[config.mk]
export PLATFORM = sky130hd
export DESIGN_NAME = mips_cpu
export DESIGN_NICKNAME = d
export VERILOG_FILES = /design/src/source/cpu_pkg.sv /design/src/source/register_file.sv /design/src/source/fetch_stage.sv /design/src/source/decode_stage.sv /design/src/source/execute_stage.sv /design/src/source/memory_stage.sv /design/src/source/hazard_unit.sv /design/src/source/mips_cpu.sv
export SDC_FILE = /design/constraint.sdc
export NUM_CORES = 2
export LEC_CHECK = 0
export BUFFER_PORTS_ARGS = -buffer_cell sky130_fd_sc_hd__buf_2
export CAP_MARGIN = 20
export CORE_MARGIN = 5
export CORE_UTILIZATION = 34
export CTS_CLUSTER_SIZE = 20
export DETAILED_ROUTE_END_ITERATION = 10
export SLEW_MARGIN = 20
export SYNTH_ARGS = -nofsm -noshare
export SYNTH_HDL_FRONTEND = slang
export SYNTH_SLANG_ARGS = --single-unit
[constraint.sdc]
create_clock -name clk -period 10.9 [get_ports clk]
set_input_delay 1.09 -clock clk [delete_from_list [all_inputs] [get_ports clk]]
set_output_delay 1.09 -clock clk [all_outputs]
set_load 0.01 [all_outputs]
[src/source/cpu_pkg.sv]
package cpu_pkg;

    localparam int data_width     = 32;
    localparam int addr_width     = 32;
    localparam int reg_addr_width = 5;
    localparam int alu_op_width   = 4;

    ////////////////////////////////////////
    // opcodes and functs
    localparam logic [5:0] op_rtype = 6'h00;
    localparam logic [5:0] op_j     = 6'h02;
    localparam logic [5:0] op_beq   = 6'h04;
    localparam logic [5:0] op_addi  = 6'h08;
    localparam logic [5:0] op_andi  = 6'h0c;
    localparam logic [5:0] op_ori   = 6'h0d;
    localparam logic [5:0] op_lui   = 6'h0f;
    localparam logic [5:0] op_lw    = 6'h23;
    localparam logic [5:0] op_sw    = 6'h2b;

    localparam logic [5:0] fn_add = 6'h20;
    localparam logic [5:0] fn_sub = 6'h22;
    localparam logic [5:0] fn_and = 6'h24;
    localparam logic [5:0] fn_or  = 6'h25;
    localparam logic [5:0] fn_slt = 6'h2a;

    localparam logic [alu_op_width-1:0] alu_add = 4'd0;
    localparam logic [alu_op_width-1:0] alu_sub = 4'd1;
    localparam logic [alu_op_width-1:0] alu_and = 4'd2;
    localparam logic [alu_op_width-1:0] alu_or  = 4'd3;
    localparam logic [alu_op_width-1:0] alu_slt = 4'd4;
    localparam logic [alu_op_width-1:0] alu_lui = 4'd5;  // imm into upper half

    // operand source in execute
    localparam logic [1:0] fwd_reg = 2'd0;
    localparam logic [1:0] fwd_mem = 2'd1;
    localparam logic [1:0] fwd_wb  = 2'd2;

    ////////////////////////////////////////
    // instruction word in three views
    typedef union packed {
        struct packed {
            logic [5:0]                opcode;
            logic [reg_addr_width-1:0] rs;
            logic [reg_addr_width-1:0] rt;
            logic [reg_addr_width-1:0] rd;
            logic [4:0]                shamt;
            logic [5:0]                funct;
        } r;
        struct packed {
            logic [5:0]                opcode;
            logic [reg_addr_width-1:0] rs;
            logic [reg_addr_width-1:0] rt;
            logic [15:0]               imm;
        } i;
        struct packed {
            logic [5:0]  opcode;
            logic [25:0] target;
        } j;
    } instr_t;

    ////////////////////////////////////////
    // stage registers where all-zero is a bubble
    typedef struct packed {
        instr_t                instr;
        logic [addr_width-1:0] pc_plus4;
    } if_id_t;

    typedef struct packed {
        logic [addr_width-1:0]     pc_plus4;
        logic [data_width-1:0]     rs_val;
        logic [data_width-1:0]     rt_val;
        logic [data_width-1:0]     imm;
        logic [reg_addr_width-1:0] rs;
        logic [reg_addr_width-1:0] rt;
        logic [reg_addr_width-1:0] dest;
        logic [alu_op_width-1:0]   alu_op;
        logic                      use_imm;
        logic                      reg_write;
        logic                      mem_read;
        logic                      mem_write;
        logic                      branch;
        logic                      jump;
        logic [addr_width-1:0]     jump_target;
    } id_ex_t;

    typedef struct packed {
        logic [data_width-1:0]     alu_result;
        logic [data_width-1:0]     store_data;
        logic [reg_addr_width-1:0] dest;
        logic                      reg_write;
        logic                      mem_read;
        logic                      mem_write;
    } ex_mem_t;

    typedef struct packed {
        logic [data_width-1:0]     wb_data;
        logic [reg_addr_width-1:0] dest;
        logic                      reg_write;
    } mem_wb_t;

endpackage

[src/source/register_file.sv]
module register_file (
    input  logic                               clk,
    input  logic                               rst,
    input  logic [cpu_pkg::reg_addr_width-1:0] rs_addr,
    input  logic [cpu_pkg::reg_addr_width-1:0] rt_addr,
    output logic [cpu_pkg::data_width-1:0]     rs_data,
    output logic [cpu_pkg::data_width-1:0]     rt_data,
    input  logic                               we,
    input  logic [cpu_pkg::reg_addr_width-1:0] wr_addr,
    input  logic [cpu_pkg::data_width-1:0]     wr_data
);
    import cpu_pkg::*;

    logic [data_width-1:0] regs [0:(1 << reg_addr_width) - 1];

    function automatic logic [data_width-1:0] read_port(input logic [reg_addr_width-1:0] addr);
        if (addr == '0)
            return '0;
        if (we && wr_addr == addr)
            return wr_data;   // same-cycle write shows through
        return regs[addr];
    endfunction

    always_comb
    begin
        rs_data = read_port(rs_addr);
        rt_data = read_port(rt_addr);
    end

    always_ff @(posedge clk)
    begin
        if (rst)
        begin
            for (int k = 0; k < (1 << reg_addr_width); k++)
                regs[k] <= '0;
        end
        else if (we && wr_addr != '0)
            regs[wr_addr] <= wr_data;
    end

endmodule

[src/source/fetch_stage.sv]
module fetch_stage (
    input  logic                           clk,
    input  logic                           rst,
    input  logic                           stall,
    input  logic                           flush,
    input  logic                           take_branch,
    input  logic [cpu_pkg::addr_width-1:0] branch_target,
    output logic [cpu_pkg::addr_width-1:0] imem_addr,
    input  cpu_pkg::instr_t                imem_data,
    output cpu_pkg::if_id_t                if_id
);
    import cpu_pkg::*;

    logic [addr_width-1:0] pc;
    logic [addr_width-1:0] pc_plus4;

    assign pc_plus4  = pc + 32'd4;
    assign imem_addr = pc;

    always_ff @(posedge clk)
    begin
        if (rst)
            pc <= '0;
        else if (take_branch)   // redirect wins over a stall
            pc <= branch_target;
        else if (!stall)
            pc <= pc_plus4;
    end

    always_ff @(posedge clk)
    begin
        if (rst || flush)
            if_id <= '0;
        else if (!stall)
        begin
            if_id.instr    <= imem_data;
            if_id.pc_plus4 <= pc_plus4;
        end
    end

endmodule

[src/source/decode_stage.sv]
module decode_stage (
    input  logic                               clk,
    input  logic                               rst,
    input  logic                               stall,
    input  logic                               flush,
    input  cpu_pkg::if_id_t                    if_id,
    input  cpu_pkg::mem_wb_t                   mem_wb,
    output cpu_pkg::id_ex_t                    id_ex,
    output logic [cpu_pkg::reg_addr_width-1:0] dec_rs,
    output logic [cpu_pkg::reg_addr_width-1:0] dec_rt
);
    import cpu_pkg::*;

    instr_t                instr;
    id_ex_t                dec;
    logic [data_width-1:0] rs_data;
    logic [data_width-1:0] rt_data;
    logic                  reads_rt;

    assign instr = if_id.instr;

    register_file i_register_file (
        .clk     (clk),
        .rst     (rst),
        .rs_addr (instr.r.rs),
        .rt_addr (instr.r.rt),
        .rs_data (rs_data),
        .rt_data (rt_data),
        .we      (mem_wb.reg_write),
        .wr_addr (mem_wb.dest),
        .wr_data (mem_wb.wb_data)
    );

    always_comb
    begin
        dec             = '0;
        reads_rt        = 1'b0;
        dec.pc_plus4    = if_id.pc_plus4;
        dec.rs_val      = rs_data;
        dec.rt_val      = rt_data;
        dec.rs          = instr.i.rs;
        dec.rt          = instr.i.rt;
        dec.dest        = instr.i.rt;   // i-type default
        dec.alu_op      = alu_add;
        dec.use_imm     = 1'b1;
        dec.imm         = {{16{instr.i.imm[15]}}, instr.i.imm};
        dec.jump_target = {if_id.pc_plus4[31:28], instr.j.target, 2'b00};

        case (instr.r.opcode)
            op_rtype:
            begin
                reads_rt      = 1'b1;
                dec.use_imm   = 1'b0;
                dec.dest      = instr.r.rd;
                dec.reg_write = 1'b1;
                case (instr.r.funct)
                    fn_add:  dec.alu_op = alu_add;
                    fn_sub:  dec.alu_op = alu_sub;
                    fn_and:  dec.alu_op = alu_and;
                    fn_or:   dec.alu_op = alu_or;
                    fn_slt:  dec.alu_op = alu_slt;
                    default: dec.reg_write = 1'b0;   // nop and unknowns
                endcase
            end
            op_addi: dec.reg_write = 1'b1;
            op_andi:
            begin
                dec.reg_write = 1'b1;
                dec.alu_op    = alu_and;
            end
            op_ori:
            begin
                dec.reg_write = 1'b1;
                dec.alu_op    = alu_or;
            end
            op_lui:
            begin
                dec.reg_write = 1'b1;
                dec.alu_op    = alu_lui;
            end
            op_lw:
            begin
                dec.reg_write = 1'b1;
                dec.mem_read  = 1'b1;
            end
            op_sw:
            begin
                reads_rt      = 1'b1;
                dec.mem_write = 1'b1;
            end
            op_beq:
            begin
                reads_rt    = 1'b1;
                dec.use_imm = 1'b0;
                dec.branch  = 1'b1;
            end
            op_j:    dec.jump = 1'b1;
            default: ;
        endcase

        // logic immediates are zero extended
        if (instr.i.opcode inside {op_andi, op_ori, op_lui})
            dec.imm = {16'b0, instr.i.imm};
    end

    // only real source registers go to the hazard check
    assign dec_rs = dec.jump ? '0 : instr.i.rs;
    assign dec_rt = reads_rt ? instr.i.rt : '0;

    always_ff @(posedge clk)
    begin
        if (rst || stall || flush)
            id_ex <= '0;   // bubble
        else
            id_ex <= dec;
    end

endmodule

[src/source/execute_stage.sv]
module execute_stage (
    input  logic                           clk,
    input  logic                           rst,
    input  logic                           flush,
    input  cpu_pkg::id_ex_t                id_ex,
    input  cpu_pkg::mem_wb_t               mem_wb,
    input  logic [1:0]                     fwd_a,
    input  logic [1:0]                     fwd_b,
    output cpu_pkg::ex_mem_t               ex_mem,
    output logic                           take_branch,
    output logic [cpu_pkg::addr_width-1:0] branch_target
);
    import cpu_pkg::*;

    logic [data_width-1:0] op_a;
    logic [data_width-1:0] op_b;
    logic [data_width-1:0] alu_b;
    logic [data_width-1:0] alu_y;
    ex_mem_t               ex_next;

    function automatic logic [data_width-1:0] fwd_mux(input logic [1:0] sel,
                                                      input logic [data_width-1:0] reg_val);
        case (sel)
            fwd_mem: return ex_mem.alu_result;
            fwd_wb:  return mem_wb.wb_data;
            default: return reg_val;
        endcase
    endfunction

    always_comb
    begin
        op_a = fwd_mux(fwd_a, id_ex.rs_val);
        op_b = fwd_mux(fwd_b, id_ex.rt_val);
    end

    assign alu_b = id_ex.use_imm ? id_ex.imm : op_b;

    ////////////////////////////////////////
    // alu
    always_comb
    begin
        case (id_ex.alu_op)
            alu_add: alu_y = op_a + alu_b;
            alu_sub: alu_y = op_a - alu_b;
            alu_and: alu_y = op_a & alu_b;
            alu_or:  alu_y = op_a | alu_b;
            alu_slt: alu_y = {{(data_width - 1){1'b0}}, $signed(op_a) < $signed(alu_b)};
            alu_lui: alu_y = {alu_b[15:0], 16'b0};
            default: alu_y = '0;
        endcase
    end

    // beq compares the two forwarded registers
    assign take_branch   = id_ex.jump || (id_ex.branch && op_a == op_b);
    assign branch_target = id_ex.jump ? id_ex.jump_target
                         : id_ex.pc_plus4 + {id_ex.imm[addr_width-3:0], 2'b00};

    always_comb
    begin
        ex_next.alu_result = alu_y;
        ex_next.store_data = op_b;
        ex_next.dest       = id_ex.dest;
        ex_next.reg_write  = id_ex.reg_write;
        ex_next.mem_read   = id_ex.mem_read;
        ex_next.mem_write  = id_ex.mem_write;
    end

    always_ff @(posedge clk)
    begin
        if (rst || flush)
            ex_mem <= '0;
        else
            ex_mem <= ex_next;
    end

endmodule

[src/source/memory_stage.sv]
module memory_stage (
    input  logic                           clk,
    input  logic                           rst,
    input  cpu_pkg::ex_mem_t               ex_mem,
    output logic [cpu_pkg::addr_width-1:0] dmem_addr,
    output logic [cpu_pkg::data_width-1:0] dmem_wdata,
    output logic                           dmem_we,
    output logic                           dmem_re,
    input  logic [cpu_pkg::data_width-1:0] dmem_rdata,
    output cpu_pkg::mem_wb_t               mem_wb
);
    import cpu_pkg::*;

    mem_wb_t wb_next;

    // data memory answers in the same cycle
    assign dmem_addr  = ex_mem.alu_result;
    assign dmem_wdata = ex_mem.store_data;
    assign dmem_we    = ex_mem.mem_write;
    assign dmem_re    = ex_mem.mem_read;

    always_comb
    begin
        wb_next.wb_data   = ex_mem.mem_read ? dmem_rdata : ex_mem.alu_result;
        wb_next.dest      = ex_mem.dest;
        wb_next.reg_write = ex_mem.reg_write;
    end

    always_ff @(posedge clk)
    begin
        if (rst)
            mem_wb <= '0;
        else
            mem_wb <= wb_next;
    end

endmodule

[src/source/hazard_unit.sv]
module hazard_unit (
    input  logic [cpu_pkg::reg_addr_width-1:0] dec_rs,
    input  logic [cpu_pkg::reg_addr_width-1:0] dec_rt,
    input  cpu_pkg::id_ex_t                    id_ex,
    input  cpu_pkg::ex_mem_t                   ex_mem,
    input  cpu_pkg::mem_wb_t                   mem_wb,
    input  logic                               take_branch,
    output logic                               stall,
    output logic                               flush,
    output logic [1:0]                         fwd_a,
    output logic [1:0]                         fwd_b
);
    import cpu_pkg::*;

    logic load_use;

    // newest producer first and r0 never forwards
    function automatic logic [1:0] pick_fwd(input logic [reg_addr_width-1:0] src);
        if (src == '0)
            return fwd_reg;
        if (ex_mem.reg_write && ex_mem.dest == src)
            return fwd_mem;
        if (mem_wb.reg_write && mem_wb.dest == src)
            return fwd_wb;
        return fwd_reg;
    endfunction

    ////////////////////////////////////////
    // load in execute and consumer in decode
    always_comb
    begin
        load_use = id_ex.mem_read && id_ex.dest != '0
                && (id_ex.dest == dec_rs || id_ex.dest == dec_rt);
    end

    assign stall = load_use;
    assign flush = take_branch;   // kills fetch and decode

    always_comb
    begin
        fwd_a = pick_fwd(id_ex.rs);
        fwd_b = pick_fwd(id_ex.rt);
    end

endmodule

[src/source/mips_cpu.sv]
module mips_cpu (
    input  logic                           clk,
    input  logic                           rst,
    output logic [cpu_pkg::addr_width-1:0] imem_addr,
    input  cpu_pkg::instr_t                imem_data,
    output logic [cpu_pkg::addr_width-1:0] dmem_addr,
    output logic [cpu_pkg::data_width-1:0] dmem_wdata,
    output logic                           dmem_we,
    output logic                           dmem_re,
    input  logic [cpu_pkg::data_width-1:0] dmem_rdata
);
    import cpu_pkg::*;

    if_id_t  if_id;
    id_ex_t  id_ex;
    ex_mem_t ex_mem;
    mem_wb_t mem_wb;

    logic                      stall;
    logic                      flush;
    logic                      take_branch;
    logic [addr_width-1:0]     branch_target;
    logic [1:0]                fwd_a;
    logic [1:0]                fwd_b;
    logic [reg_addr_width-1:0] dec_rs;
    logic [reg_addr_width-1:0] dec_rt;

    fetch_stage i_fetch_stage (
        .clk           (clk),
        .rst           (rst),
        .stall         (stall),
        .flush         (flush),
        .take_branch   (take_branch),
        .branch_target (branch_target),
        .imem_addr     (imem_addr),
        .imem_data     (imem_data),
        .if_id         (if_id)
    );

    decode_stage i_decode_stage (
        .clk    (clk),
        .rst    (rst),
        .stall  (stall),
        .flush  (flush),
        .if_id  (if_id),
        .mem_wb (mem_wb),   // register file write port
        .id_ex  (id_ex),
        .dec_rs (dec_rs),
        .dec_rt (dec_rt)
    );

    execute_stage i_execute_stage (
        .clk           (clk),
        .rst           (rst),
        .flush         (flush),
        .id_ex         (id_ex),
        .mem_wb        (mem_wb),
        .fwd_a         (fwd_a),
        .fwd_b         (fwd_b),
        .ex_mem        (ex_mem),
        .take_branch   (take_branch),
        .branch_target (branch_target)
    );

    memory_stage i_memory_stage (
        .clk        (clk),
        .rst        (rst),
        .ex_mem     (ex_mem),
        .dmem_addr  (dmem_addr),
        .dmem_wdata (dmem_wdata),
        .dmem_we    (dmem_we),
        .dmem_re    (dmem_re),
        .dmem_rdata (dmem_rdata),
        .mem_wb     (mem_wb)
    );

    ////////////////////////////////////////
    // stalls, flushes and forwarding
    hazard_unit i_hazard_unit (
        .dec_rs      (dec_rs),
        .dec_rt      (dec_rt),
        .id_ex       (id_ex),
        .ex_mem      (ex_mem),
        .mem_wb      (mem_wb),
        .take_branch (take_branch),
        .stall       (stall),
        .flush       (flush),
        .fwd_a       (fwd_a),
        .fwd_b       (fwd_b)
    );

endmodule

* Yosys cells after proc, flatten, opt, wreduce, memory -nomap -nowiden
Memories as Yosys holds them, arrays and structs flattened. A register that Yosys moved wholly into a read port is not among the register bits.
Cells that the tools add are included.
** Storage, ports and cells
- Bits in registers :: 376
- RAM bits :: 1024
- Word-level logic and storage cells :: 170
- Memories kept :: 1
** Operators by class
- Add/subtract/negate cells :: 4
- Magnitude comparators :: 1
- Equality and inequality tests :: 32
- Multiplexer cells :: 71
- Bitwise logic cells :: 2
- Reduce and logical (&&, ||, !) cells :: 30
** Memories
- i_decode_stage.i_register_file.regs :: depth 32, bits a word 32, read ports 2, clocked after Yosys merged registers in 2, write ports 32, RTL line register_file.sv:14 : logic [data_width-1:0] regs [0:(1 << reg_addr_width) - 1];
** Operators by type and width (number)
- $mux W32 :: 14
- $pmux W32 S6 :: 1
- $pmux W32 S2 :: 2
- $add A32 B32 Y32 :: 2
- $eq A6 B6 Y1 const B :: 7
- $eq A5 B5 Y1 :: 8
- $mux W5 :: 8
- $add A32 B3 Y32 const B :: 1
- $and A32 B32 Y32 :: 1
- $eq A32 B32 Y1 :: 1
- $lt A32 B32 Y1 :: 1
- $or A32 B32 Y32 :: 1
- $reduce_or A32 Y1 :: 1
- $sub A32 B32 Y32 :: 1
- $mux W1 :: 31
- $eq A6 B4 Y1 const B :: 4
- $mux W2 :: 12
- $pmux W3 S4 :: 2
- $logic_not A5 Y1 :: 4
- $logic_and A1 B1 Y1 :: 10
- $reduce_bool A5 Y1 :: 2
- $reduce_or A5 Y1 :: 2
- $eq A4 B2 Y1 const B :: 2
- $eq A4 B3 Y1 const B :: 2
- 13 further kinds :: 20

* Logic depth before layout (Yosys ltp)
- Word-level depth :: 16
- Depth in mapped cells :: 23
- Depth with buffers taken out :: 21

* Cells and area by module
Synthesis repeated with hierarchy kept, for this count alone.
** Unflattened totals
- Cell total of the unflattened synthesis :: 6566
- Area total of the unflattened synthesis :: 77205.3 µm²
** By module, submodules not included
- register_file :: instances 1, cells an instance 3904, area an instance 55655.9 µm²
- execute_stage :: instances 1, cells an instance 1527, area an instance 10535.1 µm²
- fetch_stage :: instances 1, cells an instance 505, area an instance 4401.7 µm²
- decode_stage :: instances 1, cells an instance 394, area an instance 4355.4 µm²
- memory_stage :: instances 1, cells an instance 182, area an instance 1824.2 µm²
- hazard_unit :: instances 1, cells an instance 54, area an instance 432.9 µm²

* Worst setup path before layout
Ideal clock, no wire load.
- Path type :: register to register
- Start :: register, netlist name i_memory_stage.mem_wb[3]
- End :: register, netlist name i_execute_stage.ex_mem[58]
- Setup time :: 0.123 ns
- Arrival time :: 5.231 ns
- Required time :: 10.777 ns
- Path slack :: 5.547 ns
- Stages on the path, launching flop included :: 22
- Buffers on the path :: 3
- Cells stage by stage :: dfxtp_1 -> clkbuf_1 -> xnor2_1 -> nand2_1 -> or4_1 -> ha_1 -> buf_2 -> buf_6 -> a221o_1 -> o21ai_0 -> o21ai_0 -> ha_1 -> fa_1 -> o21bai_1 -> a2111oi_0 -> nor3_1 -> nor3_1 -> o41ai_1 -> a2111oi_0 -> or4_1 -> nand3_1 -> a21oi_1
** Between the ends
- Cells in the longest elaborated chain, start to end :: 14
** RTL lines
- branches (longest 14 deep; another with $sub A32 B32 Y32)
Several ways; the timed one is not identified. The select of a mux whose other input is x is not followed.
A chain may end at the register's enable or synchronous reset.

==> tab_implementation.tex <==
\begin{tabular}{lr}
\hline
Metric & Value \\
\hline
\multicolumn{2}{l}{\textbf{Placement}} \\
\quad Number of buffers inserted by port buffering & 163 \\
\quad Final weighted congestion in routability-driven placement & 0.970 \\
\quad Placed cell count & 8583 \\
\quad Placed Area & 79400 um\^{}2 \\
\quad Detail Placement HPWL & 165000 um \\
\multicolumn{2}{l}{\textbf{Synthesis}} \\
\quad Cell accounting for the most synthesized area & edfxtp\_1 \\
\quad Number of warnings issued by yosys & 0 \\
\quad Seq/Total Area, Yosys & 50.2\% \\
\quad Synth Instances & 5841 \\
\quad Synthesized-area fraction occupied by and/or/nand/nor cells & 14.2\% \\
\quad Complex-gate fraction of the synthesized area & 6.86\% \\
\quad Post-synthesis area per instance & 12.9 um\^{}2 \\
\quad Fraction of synthesized cell area taken by the top area cell type & 40.8\% \\
\quad Post-synthesis sequential element count & 1377 \\
\quad Top cells by area, synth & edfxtp\_1 41\%, mux4\_2 19\%, dfxtp\_1 9.4\%, and2\_1 8.9\%, ha\_1 2.3\% \\
\quad FFs w/ async S/R, synth & 0\% \\
\quad Main combinational cell family by area after synthesis & multiplexers \\
\quad Synth top cells by count & 1071 x and2\_1, 1024 x edfxtp\_1, 641 x mux4\_2 \\
\quad Area share of xor/xnor cells in the synthesized design & 1.30\% \\
\quad Number of flops mapped to enable cells by yosys & 1024 \\
\quad Unique cell type count in the Yosys netlist & 85 \\
\quad Post-synthesis mux area share & 21.0\% \\
\quad Post-synth top flop & edfxtp\_1 \\
\quad Leading cell type by number of instances after synthesis & and2\_1 \\
\quad Post-synthesis cell area & 75300 um\^{}2 \\
\quad Adder and majority gate portion of the synthesized area & 2.42\% \\
\multicolumn{2}{l}{\textbf{Power and ir drop}} \\
\quad Internal power & 9.35 mW \\
\quad Net switching share of the total power & 27.8\% \\
\quad Logic gate share of total power & 13.8\% \\
\quad Maximum vdd ir drop & 0.171 mV \\
\quad Proportion of power drawn by flip-flops and latches & 46.6\% \\
\quad Net Sw Power & 3.60 mW \\
\quad Static leakage power & 30.2 nW \\
\quad Relative contribution of the clock network to total power & 39.7\% \\
\quad Power per cell area & 154 nW/um\^{}2 \\
\multicolumn{2}{l}{\textbf{Floorplanning}} \\
\quad Initial Util & 34.2\% \\
\quad Die Footprint & 231000 um\^{}2 \\
\quad Die outline height & 481 um \\
\quad Number of I/O pins & 164 \\
\quad Placeable Area & 220000 um\^{}2 \\
\quad Die X & 481 um \\
\quad Row count & 172 \\
\multicolumn{2}{l}{\textbf{Clock tree}} \\
\quad Post-CTS Setup Inserts & 0 \\
\quad Clock-pin slew on the worst setup and hold paths & 60 ps \\
\quad TritonCTS clock tree & yes \\
\quad Number of buffers inserted during clock tree synthesis & 154 \\
\quad TritonCTS sink count & 1377 \\
\quad Cell at the root of the clock tree & clkbuf\_16 \\
\quad CTS H-tree lvls & 4 \\
\quad Clock insertion delay at the later pin of the skew report & 830 ps \\
\quad Hold-fix buffer count after cts & 0 \\
\quad Largest buffer count on any clock path & 3 \\
\quad Post-cts gate resize count & 0 \\
\multicolumn{2}{l}{\textbf{GRT}} \\
\quad Overall track demand over capacity in global routing & 22.3\% \\
\quad First-pass GRT wire length & 375000 um \\
\quad Largest net degree at the start of global routing & 121 \\
\quad GRT Residual Overflow & 0 \\
\quad Initial antenna violation count & 16 \\
\quad Number of global-route vias before repair & 50600 \\
\multicolumn{2}{l}{\textbf{Critical path}} \\
\quad Flop-to-flop setup slack & 3540 ps \\
\quad Crit path DAT & 8000 ps \\
\quad Critical Path Fanout Max & 49 \\
\quad Endpoint of the most critical register-to-register path & i\_execute\_stage.ex\_mem[58]\$\_SDFF\_PP0\_ \\
\quad Crit path kind & reg2reg \\
\quad Critical path startpoint category & flop \\
\quad R2R Path Start & i\_decode\_stage.id\_ex[22]\$\_SDFF\_PP0\_ \\
\quad Data required time of the worst path & 11540 ps \\
\quad Worst reg-to-reg path cell count & 20 \\
\quad Crit end category & flop \\
\multicolumn{2}{l}{\textbf{STA}} \\
\quad Total setup violations reported at the end of the flow & 0 \\
\quad Count of pins over their slew limit & 0 \\
\quad Final cycle utilization of the critical path & 67.6\% \\
\quad Max-slew headroom & 22.2\% \\
\quad Layout Skew & 57.8 ps \\
\quad Final critical path time including I/O delays and setup & 7360 ps \\
\quad Unrepaired setup endpoints after global routing & no \\
\quad Final hold slack & 445 ps \\
\quad Setup TNS Final & 0 ps \\
\quad Endpoints failing hold & 0 \\
\quad Slew at the pin closest to its max-slew limit & 1160 ps \\
\quad Highest attainable clock frequency & 136 MHz \\
\multicolumn{2}{l}{\textbf{Route}} \\
\quad Detailed-route wire length & 264000 um \\
\quad Remaining routing DRC violations & 0 \\
\quad Count of routing violations after the opening detailed-route iteration & 6664 \\
\quad Antenna-violating nets left & 0 \\
\quad Vias after detailed routing & 51300 \\
\quad WL per Instance & 29.8 um \\
\quad Router iterations before antenna repair & 6 \\
\quad Average vias per placed instance & 5.78 \\
\multicolumn{2}{l}{\textbf{Layout}} \\
\quad Post-route cell area & 84300 um\^{}2 \\
\quad Number of nets in the final layout & 5991 \\
\quad Filler instances & 20700 \\
\quad Final Non-Filler Cells & 8869 \\
\quad Storage element area & 37900 um\^{}2 \\
\quad Multi-input combinational cell area & 35300 um\^{}2 \\
\quad Layout area overhead & 11.9\% \\
\quad Fraction of final layout cells with drive strength greater than 1 & 22.3\% \\
\quad Final core utilization & 38.3\% \\
\multicolumn{2}{l}{\textbf{Run status}} \\
\quad Result of the run & finished clean \\
\multicolumn{2}{l}{\textbf{Min path}} \\
\quad Hold path cells & 2 \\
\quad Beginning of the worst hold path & i\_fetch\_stage.if\_id[21]\$\_SDFFE\_PP0N\_ \\
\quad Type of the worst min-delay path & reg2reg \\
\quad Worst hold endpoint & i\_fetch\_stage.if\_id[21]\$\_SDFFE\_PP0N\_ \\
\multicolumn{2}{l}{\textbf{Job}} \\
\quad Max Cap Viol & 0 \\
\hline
\end{tabular}
-- per-layer routing --
metal,up-vias,global-route usage [%],share of wire [%]
met5,-,0,0.018
met2,2780,35.4,46
met4,6,7.47,3.7
met3,512,5.12,10
met1,26400,30.3,40
li1,21600,-,-
-- power groups by stage --
stage	logic, mW	clock network [mW]	registers (mW)
6_report	1.78	5.14	6.03
5_1_grt	1.88	5.39	6.05
4_1_cts	1.76	5.18	6.03
3_5_place_dp	1.75	0	6.14
3_3_place_gp	1.75	0	6.12
2_1_floorplan	1.15	0	6.04
-- critical path, stage by stage (launching register included) --
cell       delay [ps]
dfxtp_1           430
xor2_1            170
nor4_1             70
and3_1            170
or4_1             580
ha_1              320
buf_4             420
inv_1             380
o21ai_0           440
o21ai_0           280
ha_1              330
fa_1              450
o21bai_1          270
a2111oi_0         220
nor3_1            620
nor3_1            150
o41ai_1           830
a2111oi_0         310
or4_1             550
nand3_1            90
a21oi_1            70
-- registers in the layout, summed over array words and instances (netlist names), named ones only --
| register | count |
|---|---|
| i_execute_stage.ex_mem | 72 |
| i_memory_stage.mem_wb | 38 |
| i_decode_stage.i_register_file.regs | 1024 |
| i_decode_stage.id_ex | 137 |
| i_fetch_stage.if_id | 64 |
| i_fetch_stage.imem_addr | 32 |
-- placed cells by master (no fill, tap or decap), types with 27 or more instances in the layout --
master     instances
o21ai_4           36
clkbuf_1          33
nor2_4            30
nand2_1          230
xor2_1            55
xnor2_1           57
buf_2            162
a221o_1           32
inv_1            127
clkbuf_16        156
mux2i_1          128
o211ai_1          27
and2_1          1071
nor2b_1           46
nand3_1           45
a211oi_1         111
conb_1            32
nor2_1           312
mux4_2           641
o21ai_0          132
edfxtp_1        1024
clkinv_1          34
buf_4            164
a21oi_1          195
ha_1             140
dfxtp_1          337
nor3_1            42
nand2b_1          31
a22oi_1           36
-- worst max-delay path by stage --
| stage | from | to | slack [ps] | cells past startpoint |
|---|---|---|---|---|
| floorplan | i_memory_stage.mem_wb[3]$_SDFF_PP0_ | i_execute_stage.ex_mem[58]$_SDFF_PP0_ | 5550 | 21 |
| detailed placement | i_decode_stage.id_ex[18]$_SDFF_PP0_ | i_execute_stage.ex_mem[58]$_SDFF_PP0_ | 3690 | 19 |
| finish | i_decode_stage.id_ex[22]$_SDFF_PP0_ | i_execute_stage.ex_mem[58]$_SDFF_PP0_ | 3540 | 20 |
| CTS | i_decode_stage.id_ex[22]$_SDFF_PP0_ | i_execute_stage.ex_mem[58]$_SDFF_PP0_ | 3670 | 20 |
| global route | i_decode_stage.id_ex[21]$_SDFF_PP0_ | i_execute_stage.ex_mem[58]$_SDFF_PP0_ | 3100 | 20 |
| global placement | i_decode_stage.id_ex[18]$_SDFF_PP0_ | i_execute_stage.ex_mem[58]$_SDFF_PP0_ | 3730 | 20 |
-- per-stage QoR --
stage / total power, mW / setup slack [ps]
after global placement: 7.88 / 3730
final: 13.0 / 3540
after global routing: 13.3 / 3100
after floorplan: 7.18 / 5550
after CTS: 13.0 / 3670
after detailed placement: 7.89 / 3690
-- area by class of cell --
type	instances	area share (%)
Sequential cell	1377	44.9
Multi-Input combinational cell	3790	41.8
Clock buffer	200	4.96
Tap cell	2958	4.39
Timing Repair Buffer	329	2.49
Clock inverter	78	0.827
Inverter	129	0.574
Antenna cell	8	0.0237
-- logic make-up (layout without fill, tap and decap cells) --
logic type                 after synthesis  count (layout)
buffers and inverters                  705             736
and+or+nand+nor                       1944            1944
muxes                                  778             778
DFF                                   1377            1377
adders and majority gates              144             144
other                                    1              40
AOI/OAI and AO/OA                      780             780
xor gates and xnor gates               112             112
Note: power is estimated with default switching activity, not from simulation.
